**config.mk**
```make
export PLATFORM = sky130hd
export DESIGN_NAME = gfx_rom_map
export DESIGN_NICKNAME = d
export VERILOG_FILES = /design/src/common/gfx_map_pkg.sv /design/src/common/gfx_rom_pkg.sv /design/src/mapper/gfx_bank_mapper.sv /design/src/source/gfx_rom_addr.sv /design/src/source/gfx_rom_map.sv
export VERILOG_INCLUDE_DIRS = /design/src /design/src/common
export SDC_FILE = /design/constraint.sdc
export NUM_CORES = 1
export LEC_CHECK = 0
export ABC_AREA = 1
export ABC_CLOCK_PERIOD_IN_PS = 3000
export BUFFER_PORTS_ARGS = -buffer_cell sky130_fd_sc_hd__buf_2
export CAP_MARGIN = 30
export CORE_UTILIZATION = 50
export DETAILED_ROUTE_END_ITERATION = 8
export PLACE_DENSITY = 0.76
export SLEW_MARGIN = 20
export SYNTH_ARGS = -nofsm -noshare
export SYNTH_HDL_FRONTEND = slang
export SYNTH_SLANG_ARGS = --single-unit
```
**constraint.sdc**
```tcl
create_clock -name clk -period 3 [get_ports clk]
set_input_delay 0.3 -clock clk [delete_from_list [all_inputs] [get_ports clk]]
set_output_delay 0.3 -clock clk [all_outputs]
set_load 0.1 [all_outputs]
```
**src/common/mapper_table.svh**
```systemverilog
////////////////////
// Bank table, case items of a case on game
// Expects in_req, req_top2 and dec_sel in the including scope
// dec_sel is one-hot, all zero means no bank
////////////////////
`ifndef MAPPER_TABLE_SVH
`define MAPPER_TABLE_SVH

GAME_NONE: begin
    dec_sel = 4'b0000;  // Nothing banked
end

GAME_TWO_BANK: begin
    case (in_req.layer)
        LAYER_OBJ, LAYER_SCR1, LAYER_SCR2: begin
            // Split at code 0x200
            dec_sel = (in_req.code < 10'h200) ? 4'b0001 : 4'b0010;
        end
        LAYER_SCR3, LAYER_STARS: begin
            dec_sel = 4'b0010;
        end
        default: begin
            dec_sel = 4'b0000;  // Unused layer code
        end
    endcase
end

GAME_FOUR_BANK: begin
    case (in_req.layer)
        LAYER_OBJ: begin
            // Objects follow code bits 15:14
            case (req_top2)
                2'd0:    dec_sel = 4'b0001;
                2'd1:    dec_sel = 4'b0010;
                2'd2:    dec_sel = 4'b0100;
                default: dec_sel = 4'b0000;  // Top quarter not fitted
            endcase
        end
        LAYER_SCR1, LAYER_SCR2: begin
            dec_sel = 4'b0100;
        end
        LAYER_SCR3, LAYER_STARS: begin
            dec_sel = 4'b1000;
        end
        default: begin
            dec_sel = 4'b0000;
        end
    endcase
end

`endif

```
**src/common/gfx_map_pkg.sv**
```systemverilog
////////////////////
// Request-side types for the tile ROM bank mapper
// Layer encoding follows board address bits A[22:20]
// Tile code carries bits 15:6 only, the lower bits never reach the mapper
////////////////////
`default_nettype none

package gfx_map_pkg;

    localparam int CODE_W = 10;   // Tile code bits 15:6
    localparam int ROW_W  = 7;    // Row inside the tile
    localparam int NBANKS = 4;    // ROM banks on the board

    // Graphics layer of a fetch
    typedef enum logic [2:0] {
        LAYER_OBJ   = 3'd0,
        LAYER_SCR1  = 3'd1,
        LAYER_SCR2  = 3'd2,
        LAYER_SCR3  = 3'd3,
        LAYER_STARS = 3'd4  // Star field
    } gfx_layer_e;

    // Board type, picks the bank table
    typedef enum logic [1:0] {
        GAME_NONE      = 2'd0,  // Nothing banked
        GAME_TWO_BANK  = 2'd1,
        GAME_FOUR_BANK = 2'd2
    } gfx_game_e;

    // One tile fetch, 20 bits
    typedef struct packed {
        gfx_layer_e        layer;
        logic [CODE_W-1:0] code;
        logic [ROW_W-1:0]  row;
    } tile_req_t;

    // Board configuration words, nibble n for bank n
    typedef struct packed {
        logic [4*NBANKS-1:0] bank_offset;
        logic [4*NBANKS-1:0] bank_mask;   // 1 keeps the code bit
    } bank_cfg_t;

endpackage

`default_nettype wire

```
**src/common/gfx_rom_pkg.sv**
```systemverilog
////////////////////
// ROM-side types, word address of 17 bits
// Address is hi nibble, then low code bits, then row
////////////////////
`default_nettype none

package gfx_rom_pkg;

    localparam int ROM_HI_W   = 4;   // Banked nibble
    localparam int ROM_LO_W   = 6;   // Code bits 11:6
    localparam int ROM_ROW_W  = 7;
    localparam int ROM_ADDR_W = ROM_HI_W + ROM_LO_W + ROM_ROW_W;  // 17

    // Mapper result handed to the address stage
    typedef struct packed {
        logic [ROM_HI_W-1:0]  offset;
        logic [ROM_HI_W-1:0]  mask;
        logic                 unmapped;  // No bank hit
        logic [ROM_HI_W-1:0]  hi;        // Code bits 15:12 as fetched
        logic [ROM_LO_W-1:0]  code_lo;
        logic [ROM_ROW_W-1:0] row;
    } mapped_tile_t;

    // Request sent on to the ROM
    typedef struct packed {
        logic [ROM_ADDR_W-1:0] addr;
        logic                  unmapped;
    } rom_req_t;

endpackage

`default_nettype wire

```
**src/mapper/gfx_bank_mapper.sv**
```systemverilog
////////////////////
// Two-stage bank mapper, decode then select
// game is sampled in decode, cfg in select
// Both must only change with the pipeline empty
////////////////////
`timescale 1ns/1ps
`default_nettype none

module gfx_bank_mapper (
    input  wire                      clk,
    input  wire                      rst,
    input  wire gfx_map_pkg::gfx_game_e game,
    input  wire gfx_map_pkg::bank_cfg_t cfg,
    input  wire                      in_valid,
    output logic                     in_ready,
    input  wire gfx_map_pkg::tile_req_t in_req,
    output logic                     m_valid,
    input  wire                      m_ready,
    output gfx_rom_pkg::mapped_tile_t m_tile
);
    import gfx_map_pkg::*;
    import gfx_rom_pkg::*;

    logic [NBANKS-1:0]   dec_sel;   // One-hot bank from the table
    logic [1:0]          req_top2;  // Code bits 15:14
    logic                s1_valid;
    logic                s1_ready;
    logic [CODE_W-1:0]   s1_code;
    logic [ROW_W-1:0]    s1_row;
    logic [NBANKS-1:0]   s1_sel;
    logic                s2_ready;
    logic [1:0]          sel_idx;
    logic                sel_hit;
    logic [ROM_HI_W-1:0] sel_offset;
    logic [ROM_HI_W-1:0] sel_mask;

    assign req_top2 = in_req.code[CODE_W-1 -: 2];

    // Decode
    always_comb begin
        dec_sel = '0;
        case (game)
            `include "mapper_table.svh"
            default: dec_sel = '0;  // Unknown board
        endcase
    end

    // Stage ready when empty or draining this edge
    assign s2_ready = !m_valid || m_ready;
    assign s1_ready = !s1_valid || s2_ready;
    assign in_ready = s1_ready;

    always_ff @(posedge clk or posedge rst) begin
        if (rst) begin
            s1_valid <= 1'b0;
        end else if (s1_ready) begin
            s1_valid <= in_valid;
        end
    end

    always_ff @(posedge clk) begin
        if (in_valid && s1_ready) begin
            s1_code <= in_req.code;
            s1_row  <= in_req.row;
            s1_sel  <= dec_sel;
        end
    end

    // Select, one-hot to nibble index
    always_comb begin
        sel_hit = 1'b1;
        case (s1_sel)
            4'b0001: sel_idx = 2'd0;
            4'b0010: sel_idx = 2'd1;
            4'b0100: sel_idx = 2'd2;
            4'b1000: sel_idx = 2'd3;
            default: begin
                sel_idx = 2'd0;
                sel_hit = 1'b0;  // No bank
            end
        endcase
    end

    // Unmapped fetch passes the code nibble through
    assign sel_offset = sel_hit ? cfg.bank_offset[sel_idx*ROM_HI_W +: ROM_HI_W] : 4'h0;
    assign sel_mask   = sel_hit ? cfg.bank_mask[sel_idx*ROM_HI_W +: ROM_HI_W] : 4'hF;

    always_ff @(posedge clk or posedge rst) begin
        if (rst) begin
            m_valid <= 1'b0;
        end else if (s2_ready) begin
            m_valid <= s1_valid;
        end
    end

    always_ff @(posedge clk) begin
        if (s1_valid && s2_ready) begin
            m_tile.offset   <= sel_offset;
            m_tile.mask     <= sel_mask;
            m_tile.unmapped <= !sel_hit;
            m_tile.hi       <= s1_code[CODE_W-1 -: ROM_HI_W];
            m_tile.code_lo  <= s1_code[ROM_LO_W-1:0];
            m_tile.row      <= s1_row;
        end
    end

endmodule

`default_nettype wire

```
**src/source/gfx_rom_addr.sv**
```systemverilog
////////////////////
// Address stage, one register deep
// out_req holds while out_valid is high and out_ready low
////////////////////
`timescale 1ns/1ps
`default_nettype none

module gfx_rom_addr (
    input  wire                       clk,
    input  wire                       rst,
    input  wire                       m_valid,
    output logic                      m_ready,
    input  wire gfx_rom_pkg::mapped_tile_t m_tile,
    output logic                      out_valid,
    input  wire                       out_ready,
    output gfx_rom_pkg::rom_req_t     out_req
);
    import gfx_rom_pkg::*;

    logic [ROM_HI_W-1:0]   merged_hi;
    logic [ROM_ADDR_W-1:0] addr;

    // Mask 1 keeps the code bit, 0 takes the bank offset
    assign merged_hi = (m_tile.hi & m_tile.mask) | (m_tile.offset & ~m_tile.mask);
    assign addr      = {merged_hi, m_tile.code_lo, m_tile.row};

    assign m_ready = !out_valid || out_ready;  // Empty or draining

    always_ff @(posedge clk or posedge rst) begin
        if (rst) begin
            out_valid <= 1'b0;
        end else if (m_ready) begin
            out_valid <= m_valid;
        end
    end

    // Loaded only on a transfer, so held under back-pressure
    always_ff @(posedge clk) begin
        if (m_valid && m_ready) begin
            out_req.addr     <= addr;
            out_req.unmapped <= m_tile.unmapped;
        end
    end

endmodule

`default_nettype wire

```
**src/source/gfx_rom_map.sv**
```systemverilog
////////////////////
// Graphics ROM address path, three stages
// out_valid rises after the third edge counting the accepting one
// At most three requests in flight
// game and cfg change only with nothing in flight
////////////////////
`timescale 1ns/1ps
`default_nettype none

module gfx_rom_map (
    input  wire                         clk,
    input  wire                         rst,
    input  wire gfx_map_pkg::gfx_game_e game,
    input  wire gfx_map_pkg::bank_cfg_t cfg,
    input  wire                         in_valid,
    output logic                        in_ready,
    input  wire gfx_map_pkg::tile_req_t in_req,
    output logic                        out_valid,
    input  wire                         out_ready,
    output gfx_rom_pkg::rom_req_t       out_req
);
    import gfx_rom_pkg::*;

    logic         m_valid;  // Mapper to address stage
    logic         m_ready;
    mapped_tile_t m_tile;

    gfx_bank_mapper u_mapper (
        .clk      (clk),
        .rst      (rst),
        .game     (game),
        .cfg      (cfg),
        .in_valid (in_valid),
        .in_ready (in_ready),
        .in_req   (in_req),
        .m_valid  (m_valid),
        .m_ready  (m_ready),
        .m_tile   (m_tile)
    );

    gfx_rom_addr u_addr (
        .clk       (clk),
        .rst       (rst),
        .m_valid   (m_valid),
        .m_ready   (m_ready),
        .m_tile    (m_tile),
        .out_valid (out_valid),
        .out_ready (out_ready),
        .out_req   (out_req)
    );

endmodule

`default_nettype wire

```
==> results of run 1 <==
==> metal layers <==
metal / vias to the layer above / part of all wire (%) / track usage (%)
li1: 889 / - / -
met2: 51 / 55 / 31.9
met1: 807 / 38 / 18.3
met3: 6 / 5.5 / 7.54
met4: 0 / 1.2 / 5.77
met5: - / 0 / 0
==> how the worst max path moves through the flow <==
stage                            startpoint  slack, ns                                end
6_report       u_addr.out_valid$_DFFE_PP0P_       1.29                           in_ready
5_1_grt        u_addr.out_valid$_DFFE_PP0P_       1.15      u_mapper.s1_code[6]$_DFFE_PP_
4_1_cts        u_addr.out_valid$_DFFE_PP0P_       1.21  u_mapper.m_tile[24]$_SDFFCE_PP0P_
3_5_place_dp                      out_ready       1.21      u_mapper.m_tile[11]$_DFFE_PP_
3_3_place_gp                      out_ready       1.27       u_mapper.m_tile[5]$_DFFE_PP_
2_1_floorplan  u_addr.out_valid$_DFFE_PP0P_       0.31      u_mapper.s1_code[0]$_DFFE_PP_
==> layout by cell type (no fill, tap or decap), drive strengths merged <==
cell,instances
or2,1
nand4,9
ha,2
o21ai,5
o22ai,1
clkinv,2
dfrtp,3
a21oi,7
nor2,9
buf,79
nand3,15
edfxtp,65
dlygate4sd3,1
clkbuf,13
nand2,40
bufinv,1
o211ai,4
mux2,4
inv,39
==> cell type report <==
| class | instances | share of cell area [%] |
|---|---|---|
| multi-input combinational | 97 | 16.1 |
| sequential | 68 | 59.4 |
| tap | 70 | 2.57 |
| clock inverter | 3 | 1.17 |
| clock buffer | 13 | 4.07 |
| inverter | 39 | 4.29 |
| timing repair buffer | 80 | 12.4 |
==> state kept, by name, indices dropped and copies added (netlist names) <==
name               count
u_mapper.m_tile       26
u_addr.out_req        18
u_mapper.s1_code      10
u_mapper.s1_row        7
u_mapper.s1_sel        4
u_addr.out_valid       1
u_mapper.m_valid       1
u_mapper.s1_valid      1
==> cell families (layout without fill, tap and decap cells) <==
group           Yosys count  after routing  synth area share, %
buf+inv                  41            135                 6.16
simple gates             74             74                 13.8
compound gates           17             17                 3.52
fa+ha+maj                 2              2                0.913
mux                       4              4                 1.64
flops                    68             68                 74.0
==> metrics by stage <==
| stage | std cells | worst slack [ns] |
|---|---|---|
| 2_1_floorplan | 206 | 0.310 |
| 3_3_place_gp | 351 | 1.27 |
| 3_5_place_dp | 351 | 1.21 |
| 4_1_cts | 368 | 1.21 |
| 5_1_grt | 370 | 1.15 |
| 6_report | 370 | 1.29 |
==> report_power, final <==
| part | total, W | switching, W | internal (W) |
|---|---|---|---|
| clock network | 0.000673 | 0.000291 | 0.000382 |
| logic | 0.000748 | 0.000612 | 0.000136 |
| registers | 0.00129 | 0.0000468 | 0.00124 |
==> worst max-delay path: cells and delay by family, from the launching register on <==
kind,cells,cell delay [ns]
buffers and inverters,1,0.43
flip-flops,1,0.41
AND/OR/NAND/NOR,3,0.24
==> synthesized netlist by cell type, drive strengths merged <==
cell type,count,area (um2)
o211ai,4,30.0
nand4,9,56.3
nand3,15,100
edfxtp,65,1950
o22ai,1,6.26
dfrtp,3,75.1
nor2,9,50.1
nand2,40,165
o21ai,5,25.0
ha,2,25.0
or2,1,6.26
inv,39,146
buf,2,22.5
mux2,4,45.0
a21oi,7,35.0
==> results.md, run 1 <==
| Item | This run | Unit |
| --- | --- | --- |
| Critical R2R Capture | u_mapper.s1_row[1]$_DFFE_PP_ | - |
| Number of max-slew violations in the final report | 0 | - |
| Syn nets | 266 | - |
| Antenna violations before repair | 0 | - |
| Clock tree from TritonCTS | yes | - |
| H-Tree Level Count | 3 | - |
| Type of element launching the critical path | flip-flop | - |
| Syn Area/Cell | 13.3 | um2 |
| Fill cell instance count of the final layout | 394 | - |
| Util after Layout | 65.5 | % |
| Combined area of all synthesized cells | 2740 | um2 |
| Source-to-sink clock delay at the later pin of the worst-skew pair | 0.33 | ns |
| Nets | 355 | - |
| Setup Skew | 0.00715 | ns |
| Launch point of the worst hold path | in_req[12] | - |
| Rows | 26 | - |
| Placed inst area | 3190 | um2 |
| Final Cell Area | 3410 | um2 |
| Number of buffers inserted to repair setup after CTS | 0 | - |
| Largest incremental delay on the critical path | 0.43 | ns |
| Slew at the pin closest to its max-slew limit | 0.778 | ns |
| Final GP Congestion | 0.795 | - |
| Height of the die | 76.0 | um |
| Class of the worst hold path | in -> reg | - |
| Static Leakage | 1.50 | nW |
| Area occupied by registers | 2030 | um2 |
| Clock transition at the registers of the reported paths | 0.07 | ns |
| I/O pin count | 78 | - |
| Drt drc | 0 | - |
| Fraction of layout instances using a drive strength above 1 | 36.0 | % |
| Number of iterations in the first detailed-routing pass | 5 | - |
| Std-Cell Core Area | 5200 | um2 |
| Cell repeated most along the worst path | sky130_fd_sc_hd__nand2_1 | - |
| Port Buffers | 77 | - |
| R2R depth | 5 | - |
| Worst ir drop on vdd | 0.467 | mV |
| Series of cell instances along the critical path | nand2_1, nor2_1, nand2_1, buf_2 | - |
| Worst rel slew slack | 48.1 | % |
| Distinct cell type count after synthesis | 21 | - |
| Critical path required time | 2.70 | ns |
| Cell at the root of the clock tree | sky130_fd_sc_hd__clkbuf_8 | - |
| Sequential share of the synthesized area | 74.0 | % |
| Die Span X | 76.0 | um |
| WL/cell | 12.3 | um |
| Ys Warns | 0 | - |
| Largest fanout on the critical path | 3 | - |
| First-iteration detailed-routing DRC count | 78 | - |
| Sum of negative setup slack | 0 | ns |
| Endpoint kind of the worst setup timing path | output pin | - |
| Share of the clock period used by the worst path after layout | 56.9 | % |
| Total setup violations reported at the end of the flow | 0 | - |
| Final hold viol count | 0 | - |
| Total track usage | 17.6 | % |
| Time the final worst path needs with I/O delays and setup | 1.71 | ns |
| Hold-fix buffer count after cts | 1 | - |
| Fin Hold WS | 0.144 | ns |
| Kind of critical path | reg -> out | - |
| Count of inserted antenna diode cells | 0 | - |
| Power density normalized to cell area | 795 | nW/um2 |
| Number of storage elements in the synthesis netlist | 68 | - |
| GRT Residual Overflow | 0 | - |
| HPWL reported at the end of detailed placement | 3.31 | mm |
| CTS sink cnt | 68 | - |
| Worst-path cell with the longest stage delay | sky130_fd_sc_hd__buf_2 | - |
| Setup slack, reg-to-reg | 1.34 | ns |
| Unrepaired setup endpoints after global routing | no | - |
| Number of clock buffers inserted by TritonCTS | 9 | - |
| Run status | complete, no violations | - |
| Number of global-route vias before repair | 1760 | - |
| Via count | 1753 | - |
| Start of the worst register-to-register path | u_addr.out_valid$_DFFE_PP0P_ | - |
| Overall power consumption | 0.00271 | W |
| Count of antenna-violating nets left after detailed routing | 0 | - |
| Post-cts gate resize count | 0 | - |
| Hold EP | u_mapper.s1_code[5]$_DFFE_PP_ | - |
| Die Outline Area | 5780 | um2 |
| Per-cell via count in the routed design | 4.74 | - |
| Number of cells produced by synthesis | 206 | - |
| Bufs on Longest Clock Path | 2 | - |
| Data arrival time of the critical path | 1.41 | ns |
| Total wirelength of the detailed-routed design | 4.54 | mm |
| Synthesis-to-finish area growth | 24.4 | % |
| Hold depth | 1 | - |
| Starting density of the core | 52.6 | % |
| Wire length of the first global-routing pass | 7.58 | mm |
| Maximum number of pins on one net before global-route repair | 27 | - |
| Area of the multi-input gates | 548 | um2 |
| Maximum clock frequency | 586 | MHz |
| Number of max-cap violations | 0 | - |
Note: power is estimated with default switching activity, not from simulation.
==> inputs of run 2 (changes only) <==
ABC_CLOCK_PERIOD_IN_PS = 1700   (was 3000)
clock period = 1.7 ns   (was 3 ns; I/O delays follow)
==> run 2 against run 1 <==
  * Sequential share of layout area decreased by 3.5 points
  * Worst hold slack got worse by 0.11 ns
  * Die area is the same
  * Global-route usage about the same
  * Total power up 87%
  * Largest cell class unchanged
  * Largest power group unchanged
==> results.md, run 2 (synthesis gave the netlist of run 1 again) <==
| Item | This run | Unit |
| --- | --- | --- |
| Run status | complete, no violations | - |
| Kind of critical path | reg -> out | - |
| Total setup violations reported at the end of the flow | 0 | - |
| Total wirelength of the detailed-routed design | 4.48 | mm |
| Critical path required time | 1.53 | ns |
| Worst ir drop on vdd | 0.788 | mV |
| Clock tree from TritonCTS | yes | - |
| Source-to-sink clock delay at the later pin of the worst-skew pair | 0.33 | ns |
| Clock transition at the registers of the reported paths | 0.07 | ns |
| GRT Residual Overflow | 0 | - |
| Number of max-slew violations in the final report | 0 | - |
| Bufs on Longest Clock Path | 2 | - |
| Rows | 26 | - |
| Wire length of the first global-routing pass | 7.60 | mm |
| Post-route non-filler standard cell count | 384 | - |
| Largest register FFs | 26 | - |
| Data arrival time of the critical path | 1.47 | ns |
| Antenna violations before repair | 0 | - |
| Endpoint kind of the worst setup timing path | output pin | - |
| Height of the die | 76.0 | um |
| I/O pin count | 78 | - |
| WL/cell | 11.7 | um |
| Drt drc | 0 | - |
| CTS sink cnt | 68 | - |
| Sum of negative setup slack | 0 | ns |
| Maximum clock frequency | 608 | MHz |
| Class of the worst hold path | in -> reg | - |
| Worst rel slew slack | 66.8 | % |
| Port Buffers | 77 | - |
| HPWL reported at the end of detailed placement | 3.14 | mm |
| Static Leakage | 1.57 | nW |
| Slew at the pin closest to its max-slew limit | 0.502 | ns |
| Number of buffers inserted to repair setup after CTS | 0 | - |
| Internal | 0.00329 | W |
| Cell at the root of the clock tree | sky130_fd_sc_hd__clkbuf_8 | - |
| First-iteration detailed-routing DRC count | 64 | - |
| Starting density of the core | 52.6 | % |
| H-Tree Level Count | 3 | - |
| Power density normalized to cell area | 1400 | nW/um2 |
| Fill cell instance count of the final layout | 361 | - |
| Fraction of layout instances using a drive strength above 1 | 38.2 | % |
| Via count | 1791 | - |
| Clock Power Share | 28.3 | % |
| Count of antenna-violating nets left after detailed routing | 0 | - |
| Unrepaired setup endpoints after global routing | no | - |
| Register ranked first by flip-flop count | u_mapper.m_tile | - |
| Reported net switching power | 0.00179 | W |
| Time the final worst path needs with I/O delays and setup | 1.64 | ns |
| Per-cell via count in the routed design | 4.66 | - |
| Overall power consumption | 0.00508 | W |
| Final hold viol count | 0 | - |
| Total track usage | 17.6 | % |
| Nets | 369 | - |
| Most common library cell in the layout ignoring fill and taps | sky130_fd_sc_hd__buf_2 | - |
| Largest fanout on the critical path | 3 | - |
| Number of clock buffers inserted by TritonCTS | 9 | - |
| Final GP Congestion | 0.833 | - |
| Maximum number of pins on one net before global-route repair | 27 | - |
| Switching portion of total power | 35.2 | % |
| Number of iterations in the first detailed-routing pass | 4 | - |
| Reg power frac | 44.9 | % |
| Die Outline Area | 5780 | um2 |
| Std-Cell Core Area | 5200 | um2 |
| DP Cell Count | 354 | - |
| Synthesis-to-finish area growth | 32.5 | % |
| Number of global-route vias before repair | 1790 | - |
| Type of element launching the critical path | flip-flop | - |
| Fin Hold WS | 0.0308 | ns |
| Share of the clock period used by the worst path after layout | 96.7 | % |
| Setup Skew | 0.0102 | ns |
| Number of max-cap violations | 0 | - |
| Count of inserted antenna diode cells | 0 | - |
| Commonest non-fill, non-tap cells in the layout | sky130_fd_sc_hd__buf_2 (77), sky130_fd_sc_hd__edfxtp_1 (65), sky130_fd_sc_hd__inv_1 (33), sky130_fd_sc_hd__nand2_1 (33), sky130_fd_sc_hd__dlygate4sd3_1 (14) | - |
| Largest registers | u_mapper.m_tile (26), u_addr.out_req (18), u_mapper.s1_code (10) | - |
| Combinational fraction of design power | 26.8 | % |
| Die Span X | 76.0 | um |
-- run 2: cell count changes in the layout (fill, tap and decap cells not counted), sizes merged --
cell / previous run / this run
inv: 39 / 38
dlygate4sd3: 1 / 14
bufinv: 1 / 2
clkinvlp: 0 / 3
clkbuf: 13 / 9
buf: 79 / 80
clkinv: 2 / 3
-- run 2: metrics by stage --
step | utilization [%] | area [um2] | setup slack [ns]
finish | 69.7 | 3630 | 0.0562
global route | 69.7 | 3630 | 0.00505
CTS | 69.0 | 3590 | 0.0467
detailed placement | 62.8 | 3270 | 0.170
global placement | 62.8 | 3270 | 0.223
floorplan | - | 2790 | -0.0975
-- run 2: cell type report --
cell class                 instances  area [um2]  area share (%)
sequential                        68        2030            55.9
multi-input combinational         97         587            16.2
timing repair buffer              94         548            15.1
inverter                          39         154            4.24
clock buffer                       9         124            3.41
clock inverter                     7        98.8            2.72
tap                               70        87.6            2.41
-- run 2: path summary, 6_finish.rpt --
| path | from | end | slack [ns] | cells past startpoint |
|---|---|---|---|---|
| setup / recovery | u_addr.out_valid$_DFFE_PP0P_ | in_ready | 0.06 | 4 |
| hold / removal | in_req[13] | u_mapper.s1_code[6]$_DFFE_PP_ | 0.03 | 1 |
| setup reg to reg | u_mapper.s1_sel[0]$_DFFE_PP_ | u_mapper.m_tile[18]$_SDFFCE_PP1P_ | 0.16 | 4 |
| hold reg to reg | u_mapper.m_tile[10]$_DFFE_PP_ | u_addr.out_req[11]$_DFFE_PP_ | 0.42 | 0 |
| max in group asynchronous | rst | u_addr.out_valid$_DFFE_PP0P_ | 1.31 | 3 |
| min in group asynchronous | rst | u_mapper.s1_valid$_DFFE_PP0N_ | 0.24 | 3 |
-- run 2: critical path: stages (launching register included) --
cell                      delay, ns
sky130_fd_sc_hd__dfrtp_4       0.51
sky130_fd_sc_hd__nand2_4       0.08
sky130_fd_sc_hd__nor2_4        0.05
sky130_fd_sc_hd__nand2_8       0.08
sky130_fd_sc_hd__buf_2         0.42
-- run 2: per-layer routing --
metal | wire (um) | part of all wire, % | up-vias | global-route usage [%]
met2 | 2330 | 52 | 52 | 30.1
li1 | - | - | 922 | -
met4 | 106 | 2.4 | 0 | 7.69
met3 | 184 | 4.1 | 10 | 7.07
met5 | 0 | 0 | - | 0
met1 | 1860 | 42 | 807 | 19.4
-- run 2: power groups by stage --
| stage | sequential, W | combinational, W | clock (W) |
|---|---|---|---|
| 3_5_place_dp | 0.00232 | 0.00134 | 0 |
| 2_1_floorplan | 0.00303 | 0.000372 | 0 |
| 3_3_place_gp | 0.00230 | 0.00133 | 0 |
| 6_report | 0.00228 | 0.00136 | 0.00144 |
| 5_1_grt | 0.00230 | 0.00143 | 0.00155 |
| 4_1_cts | 0.00228 | 0.00136 | 0.00147 |
-- run 2: what timing repair did --
item | 4_1_cts | 5_1_grt
hold endpoints to repair | 12 | 4
gates resized for setup | 0 | 0
setup endpoints to repair | 0 | 0
hold buffers | 10 | 4
